===== src/cvxif_pkg.sv =====
`default_nettype none

package cvxif_pkg;

    // Data and identifier widths
    localparam int unsigned XLEN           = 32;
    localparam int unsigned TRANS_ID_BITS  = 3;
    localparam int unsigned EXC_CAUSE_BITS = 4;

    // Exception cause for instructions the coprocessor refuses
    localparam logic [EXC_CAUSE_BITS-1:0] EXC_ILLEGAL_INSTR = 4'd2;

    // Custom-0 major opcode and the accepted funct3 values
    localparam logic [6:0] OPC_CUSTOM0 = 7'b0001011;
    localparam logic [2:0] F3_ADD      = 3'd0;
    localparam logic [2:0] F3_XOR      = 3'd1;
    localparam logic [2:0] F3_MUL      = 3'd2;

    // Operands handed over by the issue stage
    typedef struct packed {
        logic [TRANS_ID_BITS-1:0] trans_id;
        logic [XLEN-1:0]          operand_a;
        logic [XLEN-1:0]          operand_b;
    } fu_data_t;

    typedef struct packed {
        logic [EXC_CAUSE_BITS-1:0] cause;
        logic                      valid;
        logic [XLEN-1:0]           tval;
    } exception_t;

    // Core to coprocessor, two source registers only
    typedef struct packed {
        logic                      issue_valid;
        logic [31:0]               issue_instr;
        logic [TRANS_ID_BITS-1:0]  issue_id;
        logic [1:0][XLEN-1:0]      issue_rs;
        logic [1:0]                rs_valid;
        logic                      result_ready;
    } x_req_t;

    // Coprocessor to core
    typedef struct packed {
        logic                      issue_ready;
        logic                      issue_accept;
        logic                      result_valid;
        logic [TRANS_ID_BITS-1:0]  result_id;
        logic [XLEN-1:0]           result_data;
        logic                      result_we;
        logic                      result_exc;
        logic [EXC_CAUSE_BITS-1:0] result_exccode;
    } x_resp_t;

    typedef enum logic [1:0] {
        OP_ADD,
        OP_XOR,
        OP_MUL
    } copro_op_e;

    // One decoded operation waiting for the execution unit
    typedef struct packed {
        copro_op_e                op;
        logic [TRANS_ID_BITS-1:0] id;
        logic [XLEN-1:0]          rs1;
        logic [XLEN-1:0]          rs2;
        logic                     we;
    } copro_entry_t;

    typedef struct packed {
        logic [TRANS_ID_BITS-1:0] id;
        logic [XLEN-1:0]          data;
        logic                     we;
    } copro_result_t;

endpackage

`default_nettype wire


===== src/copro_decoder.sv =====
`default_nettype none

module copro_decoder (
    input  cvxif_pkg::x_req_t       x_req_i,
    input  logic                    queue_full_i,
    output logic                    issue_ready_o,
    output logic                    issue_accept_o,
    output logic                    push_o,
    output cvxif_pkg::copro_entry_t entry_o
);

    import cvxif_pkg::*;

    logic [6:0] opcode;
    logic [2:0] funct3;
    logic [4:0] rd;
    logic       supported;
    copro_op_e  op;

    // Standard R-type field positions
    assign opcode = x_req_i.issue_instr[6:0];
    assign funct3 = x_req_i.issue_instr[14:12];
    assign rd     = x_req_i.issue_instr[11:7];

    always_comb begin
        supported = 1'b0;
        op        = OP_ADD;
        if (opcode == OPC_CUSTOM0) begin
            case (funct3)
                F3_ADD: begin
                    supported = 1'b1;
                    op        = OP_ADD;
                end
                F3_XOR: begin
                    supported = 1'b1;
                    op        = OP_XOR;
                end
                F3_MUL: begin
                    supported = 1'b1;
                    op        = OP_MUL;
                end
                default: begin
                    supported = 1'b0;
                end
            endcase
        end
    end

    // Issue back-pressure comes straight from the queue
    assign issue_ready_o  = ~queue_full_i;
    assign issue_accept_o = x_req_i.issue_valid & supported;

    // Only accepted handshakes enter the queue
    assign push_o = x_req_i.issue_valid & issue_ready_o & supported;

    always_comb begin
        entry_o     = '0;
        entry_o.op  = op;
        entry_o.id  = x_req_i.issue_id;
        entry_o.rs1 = x_req_i.issue_rs[0];
        entry_o.rs2 = x_req_i.issue_rs[1];
        // Writes to x0 are dropped
        entry_o.we  = (rd != 5'd0);
    end

endmodule

`default_nettype wire


===== src/copro_exec.sv =====
`default_nettype none

module copro_exec (
    input  logic                     clk_i,
    input  logic                     rst_ni,
    input  cvxif_pkg::copro_entry_t  entry_i,
    input  logic                     empty_i,
    output logic                     pop_o,
    output cvxif_pkg::copro_result_t result_o,
    output logic                     result_valid_o
);

    import cvxif_pkg::*;

    localparam int unsigned CNT_W = $clog2(XLEN);
    localparam logic [CNT_W-1:0] LAST_STEP = CNT_W'(XLEN - 1);

    logic                busy_q;
    logic [CNT_W-1:0]    step_q;
    logic                result_valid_q;
    copro_result_t       result_q;

    // Shift-add multiplier state
    logic [XLEN-1:0]     mcand_q;
    logic [XLEN-1:0]     mplier_q;
    logic [XLEN-1:0]     acc_q;
    logic [XLEN-1:0]     acc_step;

    // Take a new entry only when no MUL is running
    assign pop_o = ~busy_q & ~empty_i;

    assign acc_step = mplier_q[0] ? acc_q + mcand_q : acc_q;

    assign result_o       = result_q;
    assign result_valid_o = result_valid_q;

    always_ff @(posedge clk_i or negedge rst_ni) begin
        if (!rst_ni) begin
            busy_q         <= 1'b0;
            step_q         <= '0;
            result_valid_q <= 1'b0;
        end else begin
            result_valid_q <= 1'b0;
            if (pop_o) begin
                if (entry_i.op == OP_MUL) begin
                    // First step is done in the pop cycle
                    busy_q <= 1'b1;
                    step_q <= CNT_W'(1);
                end else begin
                    result_valid_q <= 1'b1;
                end
            end else if (busy_q) begin
                if (step_q == LAST_STEP) begin
                    busy_q         <= 1'b0;
                    result_valid_q <= 1'b1;
                end else begin
                    step_q <= step_q + 1'b1;
                end
            end
        end
    end

    always_ff @(posedge clk_i) begin
        if (pop_o) begin
            result_q.id <= entry_i.id;
            result_q.we <= entry_i.we;
            case (entry_i.op)
                OP_ADD: result_q.data <= entry_i.rs1 + entry_i.rs2;
                OP_XOR: result_q.data <= entry_i.rs1 ^ entry_i.rs2;
                default: begin
                    acc_q    <= entry_i.rs2[0] ? entry_i.rs1 : '0;
                    mcand_q  <= entry_i.rs1 << 1;
                    mplier_q <= entry_i.rs2 >> 1;
                end
            endcase
        end else if (busy_q) begin
            acc_q    <= acc_step;
            mcand_q  <= mcand_q << 1;
            mplier_q <= mplier_q >> 1;
            if (step_q == LAST_STEP) begin
                result_q.data <= acc_step;
            end
        end
    end

endmodule

`default_nettype wire


===== src/copro_issue_queue.sv =====
`default_nettype none

module copro_issue_queue #(
    parameter int unsigned DEPTH = 4
) (
    input  logic                    clk_i,
    input  logic                    rst_ni,
    input  logic                    push_i,
    input  cvxif_pkg::copro_entry_t entry_i,
    input  logic                    pop_i,
    output cvxif_pkg::copro_entry_t entry_o,
    output logic                    empty_o,
    output logic                    full_o
);

    import cvxif_pkg::*;

    localparam int unsigned PTR_W = $clog2(DEPTH);
    localparam int unsigned CNT_W = $clog2(DEPTH + 1);

    copro_entry_t            mem [DEPTH];
    logic        [PTR_W-1:0] wr_ptr_q;
    logic        [PTR_W-1:0] rd_ptr_q;
    logic        [CNT_W-1:0] count_q;
    logic                    do_push;
    logic                    do_pop;

    assign empty_o = (count_q == '0);
    assign full_o  = (count_q == CNT_W'(DEPTH));
    assign do_push = push_i & ~full_o;
    assign do_pop  = pop_i & ~empty_o;
    assign entry_o = mem[rd_ptr_q];

    always_ff @(posedge clk_i or negedge rst_ni) begin
        if (!rst_ni) begin
            wr_ptr_q <= '0;
            rd_ptr_q <= '0;
            count_q  <= '0;
        end else begin
            // Pointers wrap explicitly so DEPTH need not be a power of two
            if (do_push) begin
                wr_ptr_q <= (wr_ptr_q == PTR_W'(DEPTH - 1)) ? '0 : wr_ptr_q + 1'b1;
            end
            if (do_pop) begin
                rd_ptr_q <= (rd_ptr_q == PTR_W'(DEPTH - 1)) ? '0 : rd_ptr_q + 1'b1;
            end
            case ({do_push, do_pop})
                2'b10:   count_q <= count_q + 1'b1;
                2'b01:   count_q <= count_q - 1'b1;
                default: count_q <= count_q;
            endcase
        end
    end

    always_ff @(posedge clk_i) begin
        if (do_push) begin
            mem[wr_ptr_q] <= entry_i;
        end
    end

endmodule

`default_nettype wire


===== src/cvxif_fu.sv =====
`default_nettype none

module cvxif_fu (
    input  logic                                clk_i,
    input  logic                                rst_ni,
    input  cvxif_pkg::fu_data_t                 fu_data_i,
    // Issue side
    input  logic                                x_valid_i,
    output logic                                x_ready_o,
    input  logic [31:0]                         x_off_instr_i,
    // Writeback side
    output logic [cvxif_pkg::TRANS_ID_BITS-1:0] x_trans_id_o,
    output cvxif_pkg::exception_t               x_exception_o,
    output logic [cvxif_pkg::XLEN-1:0]          x_result_o,
    output logic                                x_valid_o,
    output logic                                x_we_o,
    // Coprocessor side
    output cvxif_pkg::x_req_t                   core_v_xif_req_o,
    input  cvxif_pkg::x_resp_t                  core_v_xif_resp_i
);

    import cvxif_pkg::*;

    // Single-entry slot for a rejected instruction
    logic                     illegal_q;
    logic                     illegal_d;
    logic [TRANS_ID_BITS-1:0] illegal_id_q;
    logic [31:0]              illegal_instr_q;

    logic                     reject;
    logic                     pending;
    logic [TRANS_ID_BITS-1:0] pending_id;
    logic [31:0]              pending_instr;

    // Issue request, blocked while an earlier rejection is still unreported
    always_comb begin
        core_v_xif_req_o              = '0;
        core_v_xif_req_o.result_ready = 1'b1;
        if (x_valid_i && !illegal_q) begin
            core_v_xif_req_o.issue_valid = 1'b1;
            core_v_xif_req_o.issue_instr = x_off_instr_i;
            core_v_xif_req_o.issue_id    = fu_data_i.trans_id;
            core_v_xif_req_o.issue_rs[0] = fu_data_i.operand_a;
            core_v_xif_req_o.issue_rs[1] = fu_data_i.operand_b;
            core_v_xif_req_o.rs_valid    = 2'b11;
        end
    end

    assign x_ready_o = core_v_xif_resp_i.issue_ready & ~illegal_q;

    // Handshake completed but the coprocessor declined the instruction
    assign reject = core_v_xif_req_o.issue_valid & core_v_xif_resp_i.issue_ready
                    & ~core_v_xif_resp_i.issue_accept;

    // A fresh rejection can only occur while the slot is empty
    assign pending       = illegal_q | reject;
    assign pending_id    = reject ? core_v_xif_req_o.issue_id : illegal_id_q;
    assign pending_instr = reject ? core_v_xif_req_o.issue_instr : illegal_instr_q;

    // Writeback merge, coprocessor results win over the illegal report
    always_comb begin
        x_valid_o     = core_v_xif_resp_i.result_valid;
        x_trans_id_o  = '0;
        x_result_o    = '0;
        x_we_o        = 1'b0;
        x_exception_o = '0;
        illegal_d     = pending;
        if (core_v_xif_resp_i.result_valid) begin
            x_trans_id_o        = core_v_xif_resp_i.result_id;
            x_result_o          = core_v_xif_resp_i.result_data;
            x_we_o              = core_v_xif_resp_i.result_we;
            x_exception_o.valid = core_v_xif_resp_i.result_exc;
            x_exception_o.cause = core_v_xif_resp_i.result_exccode;
        end else if (pending) begin
            x_valid_o           = 1'b1;
            x_trans_id_o        = pending_id;
            x_exception_o.valid = 1'b1;
            x_exception_o.cause = EXC_ILLEGAL_INSTR;
            x_exception_o.tval  = pending_instr;
            // Reported now, slot is free next cycle
            illegal_d           = 1'b0;
        end
    end

    always_ff @(posedge clk_i or negedge rst_ni) begin
        if (!rst_ni) begin
            illegal_q <= 1'b0;
        end else begin
            illegal_q <= illegal_d;
        end
    end

    always_ff @(posedge clk_i) begin
        if (reject) begin
            illegal_id_q    <= core_v_xif_req_o.issue_id;
            illegal_instr_q <= core_v_xif_req_o.issue_instr;
        end
    end

endmodule

`default_nettype wire


===== src/cvxif_subsys_top.sv =====
`default_nettype none

module cvxif_subsys_top #(
    parameter int unsigned QUEUE_DEPTH = 4
) (
    input  logic                                clk_i,
    input  logic                                rst_ni,
    input  cvxif_pkg::fu_data_t                 fu_data_i,
    input  logic                                x_valid_i,
    output logic                                x_ready_o,
    input  logic [31:0]                         x_off_instr_i,
    output logic [cvxif_pkg::TRANS_ID_BITS-1:0] x_trans_id_o,
    output cvxif_pkg::exception_t               x_exception_o,
    output logic [cvxif_pkg::XLEN-1:0]          x_result_o,
    output logic                                x_valid_o,
    output logic                                x_we_o
);

    import cvxif_pkg::*;

    x_req_t        xif_req;
    x_resp_t       xif_resp;
    logic          issue_ready;
    logic          issue_accept;
    logic          push;
    logic          pop;
    logic          queue_empty;
    logic          queue_full;
    copro_entry_t  dec_entry;
    copro_entry_t  head_entry;
    copro_result_t exec_result;
    logic          exec_valid;

    // Response assembled from decoder and execution unit
    assign xif_resp.issue_ready    = issue_ready;
    assign xif_resp.issue_accept   = issue_accept;
    assign xif_resp.result_valid   = exec_valid;
    assign xif_resp.result_id      = exec_result.id;
    assign xif_resp.result_data    = exec_result.data;
    assign xif_resp.result_we      = exec_result.we;
    assign xif_resp.result_exc     = 1'b0;
    assign xif_resp.result_exccode = '0;

    cvxif_fu u_fu (
        .clk_i             (clk_i),
        .rst_ni            (rst_ni),
        .fu_data_i         (fu_data_i),
        .x_valid_i         (x_valid_i),
        .x_ready_o         (x_ready_o),
        .x_off_instr_i     (x_off_instr_i),
        .x_trans_id_o      (x_trans_id_o),
        .x_exception_o     (x_exception_o),
        .x_result_o        (x_result_o),
        .x_valid_o         (x_valid_o),
        .x_we_o            (x_we_o),
        .core_v_xif_req_o  (xif_req),
        .core_v_xif_resp_i (xif_resp)
    );

    copro_decoder u_decoder (
        .x_req_i        (xif_req),
        .queue_full_i   (queue_full),
        .issue_ready_o  (issue_ready),
        .issue_accept_o (issue_accept),
        .push_o         (push),
        .entry_o        (dec_entry)
    );

    copro_issue_queue #(
        .DEPTH (QUEUE_DEPTH)
    ) u_queue (
        .clk_i   (clk_i),
        .rst_ni  (rst_ni),
        .push_i  (push),
        .entry_i (dec_entry),
        .pop_i   (pop),
        .entry_o (head_entry),
        .empty_o (queue_empty),
        .full_o  (queue_full)
    );

    copro_exec u_exec (
        .clk_i          (clk_i),
        .rst_ni         (rst_ni),
        .entry_i        (head_entry),
        .empty_i        (queue_empty),
        .pop_o          (pop),
        .result_o       (exec_result),
        .result_valid_o (exec_valid)
    );

endmodule

`default_nettype wire


===== config.mk =====
export PLATFORM = sky130hd
export DESIGN_NAME = cvxif_subsys_top
export DESIGN_NICKNAME = d
export VERILOG_FILES = /design/src/cvxif_pkg.sv /design/src/copro_decoder.sv /design/src/copro_exec.sv /design/src/copro_issue_queue.sv /design/src/cvxif_fu.sv /design/src/cvxif_subsys_top.sv
export SDC_FILE = /design/constraint.sdc
export NUM_CORES = 1
export LEC_CHECK = 0
export BUFFER_PORTS_ARGS = -buffer_cell sky130_fd_sc_hd__buf_2
export CORE_MARGIN = 2
export CORE_UTILIZATION = 37
export DETAILED_ROUTE_END_ITERATION = 16
export PLACE_DENSITY = 0.64
export SYNTH_ARGS = -nofsm -noshare
export SYNTH_HDL_FRONTEND = slang
export SYNTH_SLANG_ARGS = --single-unit

===== constraint.sdc =====
create_clock -name clk_i -period 6.3 [get_ports clk_i]
set_clock_uncertainty 0.1 [all_clocks]
set_input_delay 1.26 -clock clk_i [delete_from_list [all_inputs] [get_ports clk_i]]
set_output_delay 1.26 -clock clk_i [all_outputs]
set_load 0.01 [all_outputs]

==> results.md <==
- Outcome: finished clean
- CP max FO: 32
- PwrDens: 550 nW/um^2
- GRT Util Overall: 0.172
- Sum Neg Setup Slack: 0 ns
- CTS tree: done
- Setup-failing EPs final: 0
- Final Max Slew Viols: 0
- I/O Buffers: 173
- Setup Fix Bufs, Post-CTS: 0
- Post-synth EDFFs: 410
- Hold crit path type: flop to flop
- Layout fillers: 5491
- Async S/R FF share, synth: 0.0326
- Clock Tree Root: clkbuf_16
- Worst-skew pair later-pin latency: 0.59 ns
- I/O pin cnt: 177
- Max transition margin: 0.195
- Vias in the first global route: 14.6k
- Gpl congestion: 0.844
- Die Y-Extent: 248 um
- Drt drc: 0
- Fraction of layout cells with a size suffix above 1: 0.182
- Cells after synthesis: 1780
- Synth warn: 0
- Die Width: 248 um
- Mapped cell area: 22100 sq um
- H-tree lvl count: 2
- Worst hold start: u_fu.illegal_instr_q[31]
- Hold-critical path depth: 2
- Post-layout net count: 2110
- Hold Buf Count CTS: 0
- Slowest CP cell: mux4_2
- CTS max path bufs: 3
- Leak pwr: 9.83 nW
- Cts bufs inserted: 49
- Fin crit share: 0.767
- Worst R2R Setup Slack: 1.47 ns
- Sink Count: 460
- Starting Density: 0.374
- Fin. Hold Viols: 0
- Drt via density: 5.28
- Worst Tran Pin Value: 1.21 ns
- Critical-path cell list: buf_4 > mux4_2 > fa_1 > a21o_1 > a221o_1 > a2111oi_4 > o21ai_2 > a221oi_2 > a2111oi_0 > o221ai_1 > xor2_1 > a21oi_1
- Row cnt: 89
- Fmax: 0.207 GHz
- Unrepaired setup endpoints after global routing: false
- Clock Pin Slew Worst Setup and Hold Paths: 0.06 ns
- Ys flop type: edfxtp_1
- Worst EP required: 6.50 ns
- Overflow after GRT: 0
- FF-to-FF End: u_exec.result_o[29]
- #FFs+latches synth: 460
- Core area: 59000 sq um
- Drt pass-1 iters: 5
- Hold Path Sink: u_fu.illegal_instr_q[31]
- # Max-Cap Violations: 0
- Largest net degree at the start of global routing: 79
- Starting DRT DRC Count: 1000
- R2r startpoint: u_queue.rd_ptr_q[0]
- Minimum clock period after layout: 4.83 ns
- Initial antenna violation count: 1
- Routed Antenna Nets: 0
- Worst Setup Start Kind: flop
- Worst Setup End Kind: flop
- Total power: 14.0 mW
- Setup CP Type: flop to flop
- Seq/Total Area, Yosys: 0.606
- Routed vias: 14.5k
- Layout Area Growth over Synthesis: 14.9%
- Routed WL per cell: 19.3 um
- Synth unique cells: 73
- Mean Syn Cell Area: 12.4 sq um
- Final wirelength: 53100 um
- CP max stage delay: 0.67 ns
- Peak supply drop: 237 uV
- Path depth of the worst reg2reg path: 12
- Worst Path Arrival: 5.04 ns
- Cts repair resizes: 0
- DP HPWL: 34900 um
- Die ar.: 61700 sq um
- First-pass GRT wire length: 82600 um
[sequential cells by signal, summed over array words and instances (netlist names), 5 cells and up]
signal and cells:
u_exec.mcand_q 31, u_exec.acc_q 32, u_exec.mplier_q 31, u_queue.mem 280, u_exec.step_q 5, u_exec.result_o 36, u_fu.illegal_instr_q 32
[worst max-delay path by stage]
stage | slack [ns] | start | to
floorplan | 1.75 | u_queue.rd_ptr_q[0] | u_exec.result_o[29]
global placement | 1.45 | u_queue.rd_ptr_q[0] | u_exec.result_o[29]
detailed placement | 1.40 | u_queue.rd_ptr_q[0] | u_exec.result_o[29]
CTS | 1.41 | u_queue.rd_ptr_q[0] | u_exec.result_o[29]
global route | 1.17 | u_queue.rd_ptr_q[0] | u_exec.result_o[29]
finish | 1.47 | u_queue.rd_ptr_q[0] | u_exec.result_o[29]
[per-stage QoR]
step	instance area, sq um	instances	hold slack, ns	setup WS [ns]	util
3_3_place_gp	23800	2658	0.323	1.45	0.403
4_1_cts	25400	2749	0.344	1.41	0.430
5_1_grt	25400	2749	0.365	1.17	0.430
3_5_place_dp	23800	2658	0.326	1.40	0.403
6_report	25400	2750	0.344	1.47	0.430
2_1_floorplan	22100	1782	0.311	1.75	-
[Yosys cell counts, drive strengths merged, types with 4 or more instances]
library cell | count | share of area
a21oi | 119 | 0.027
nand4 | 10 | 0.0028
a211oi | 21 | 0.0074
ha | 69 | 0.039
clkbuf | 66 | 0.011
mux2i | 8 | 0.0036
buf | 25 | 0.0053
nor2 | 77 | 0.013
a21o | 35 | 0.012
nor4 | 4 | 0.0011
nor3 | 19 | 0.0045
and2 | 110 | 0.031
o21ai | 46 | 0.011
mux4 | 70 | 0.071
a21boi | 4 | 0.0014
dfrtp | 15 | 0.017
xnor2 | 30 | 0.012
nand2b | 9 | 0.0025
inv | 27 | 0.0046
o211ai | 13 | 0.0044
edfxtp | 410 | 0.56
o21a | 6 | 0.0020
o21bai | 5 | 0.0017
and3 | 12 | 0.0035
a31oi | 11 | 0.0031
nand2 | 353 | 0.060
nand3 | 24 | 0.0054
a41oi | 5 | 0.0020
or3 | 6 | 0.0018
dfxtp | 35 | 0.032
nor2b | 58 | 0.016
xor2 | 24 | 0.0095
[cell usage in the layout, fill, tap and decap left out, types with 13 or more instances in the layout]
cell | netlist | routed
mux4_2 | 70 | 70
edfxtp_1 | 410 | 410
nor2b_1 | 58 | 56
clkbuf_1 | 66 | 17
a21oi_1 | 119 | 119
nor3_1 | 18 | 18
a21o_1 | 34 | 34
and2_1 | 110 | 106
xnor2_1 | 30 | 30
buf_4 | 4 | 21
nand2_1 | 353 | 353
a211oi_1 | 20 | 20
o211ai_1 | 13 | 13
nor2_1 | 77 | 77
dfrtp_1 | 15 | 13
o21ai_0 | 43 | 42
dfxtp_1 | 35 | 35
clkbuf_16 | 0 | 49
xor2_1 | 24 | 24
inv_1 | 27 | 27
nand3_1 | 24 | 24
ha_1 | 69 | 69
buf_2 | 7 | 173
[routing by layer]
metal  global-route usage  vias up  part of all wire
li1                     -     6823                 -
met1                0.229     7270              0.44
met2                0.295      362              0.50
met3               0.0226       68             0.046
met4               0.0518        0             0.021
met5                    0        -                 0
[power breakdown]
group	switching (mW)	internal [mW]
sequential	0.265	4.21
clock	1.17	1.72
combinational	3.99	2.60
[worst max-delay path: cells and delay by family, from the launching register on]
kind | cells | cell delay (ns)
compound gates | 8 | 2.11
flops | 1 | 0.44
fa+ha+maj | 1 | 0.46
mux | 1 | 0.67
xor+xnor | 1 | 0.19
buf+inv | 1 | 0.54
[layout make-up]
class	instances	area [sq um]	area share
diodes	1	2.50	0.0000986
flip-flops and latches	460	13400	0.528
clock buffers	69	1330	0.0525
repair buffers	194	1020	0.0403
clock inverters	22	278	0.0109
inverters	29	111	0.00439
well taps	773	967	0.0381
multi-input cells	1202	8270	0.326
[kinds of logic after synthesis]
| logic type | synth area share |
|---|---|
| adders and majority gates | 0.0418 |
| xor gates and xnor gates | 0.0214 |
| buffers and inverters | 0.0215 |
| AOI/OAI and AO/OA | 0.0861 |
| and+or+nand+nor | 0.147 |
| other | 0.000170 |
| DFF | 0.606 |
| muxes | 0.0755 |
No activity file was read; power rests on OpenSTA's default activity.
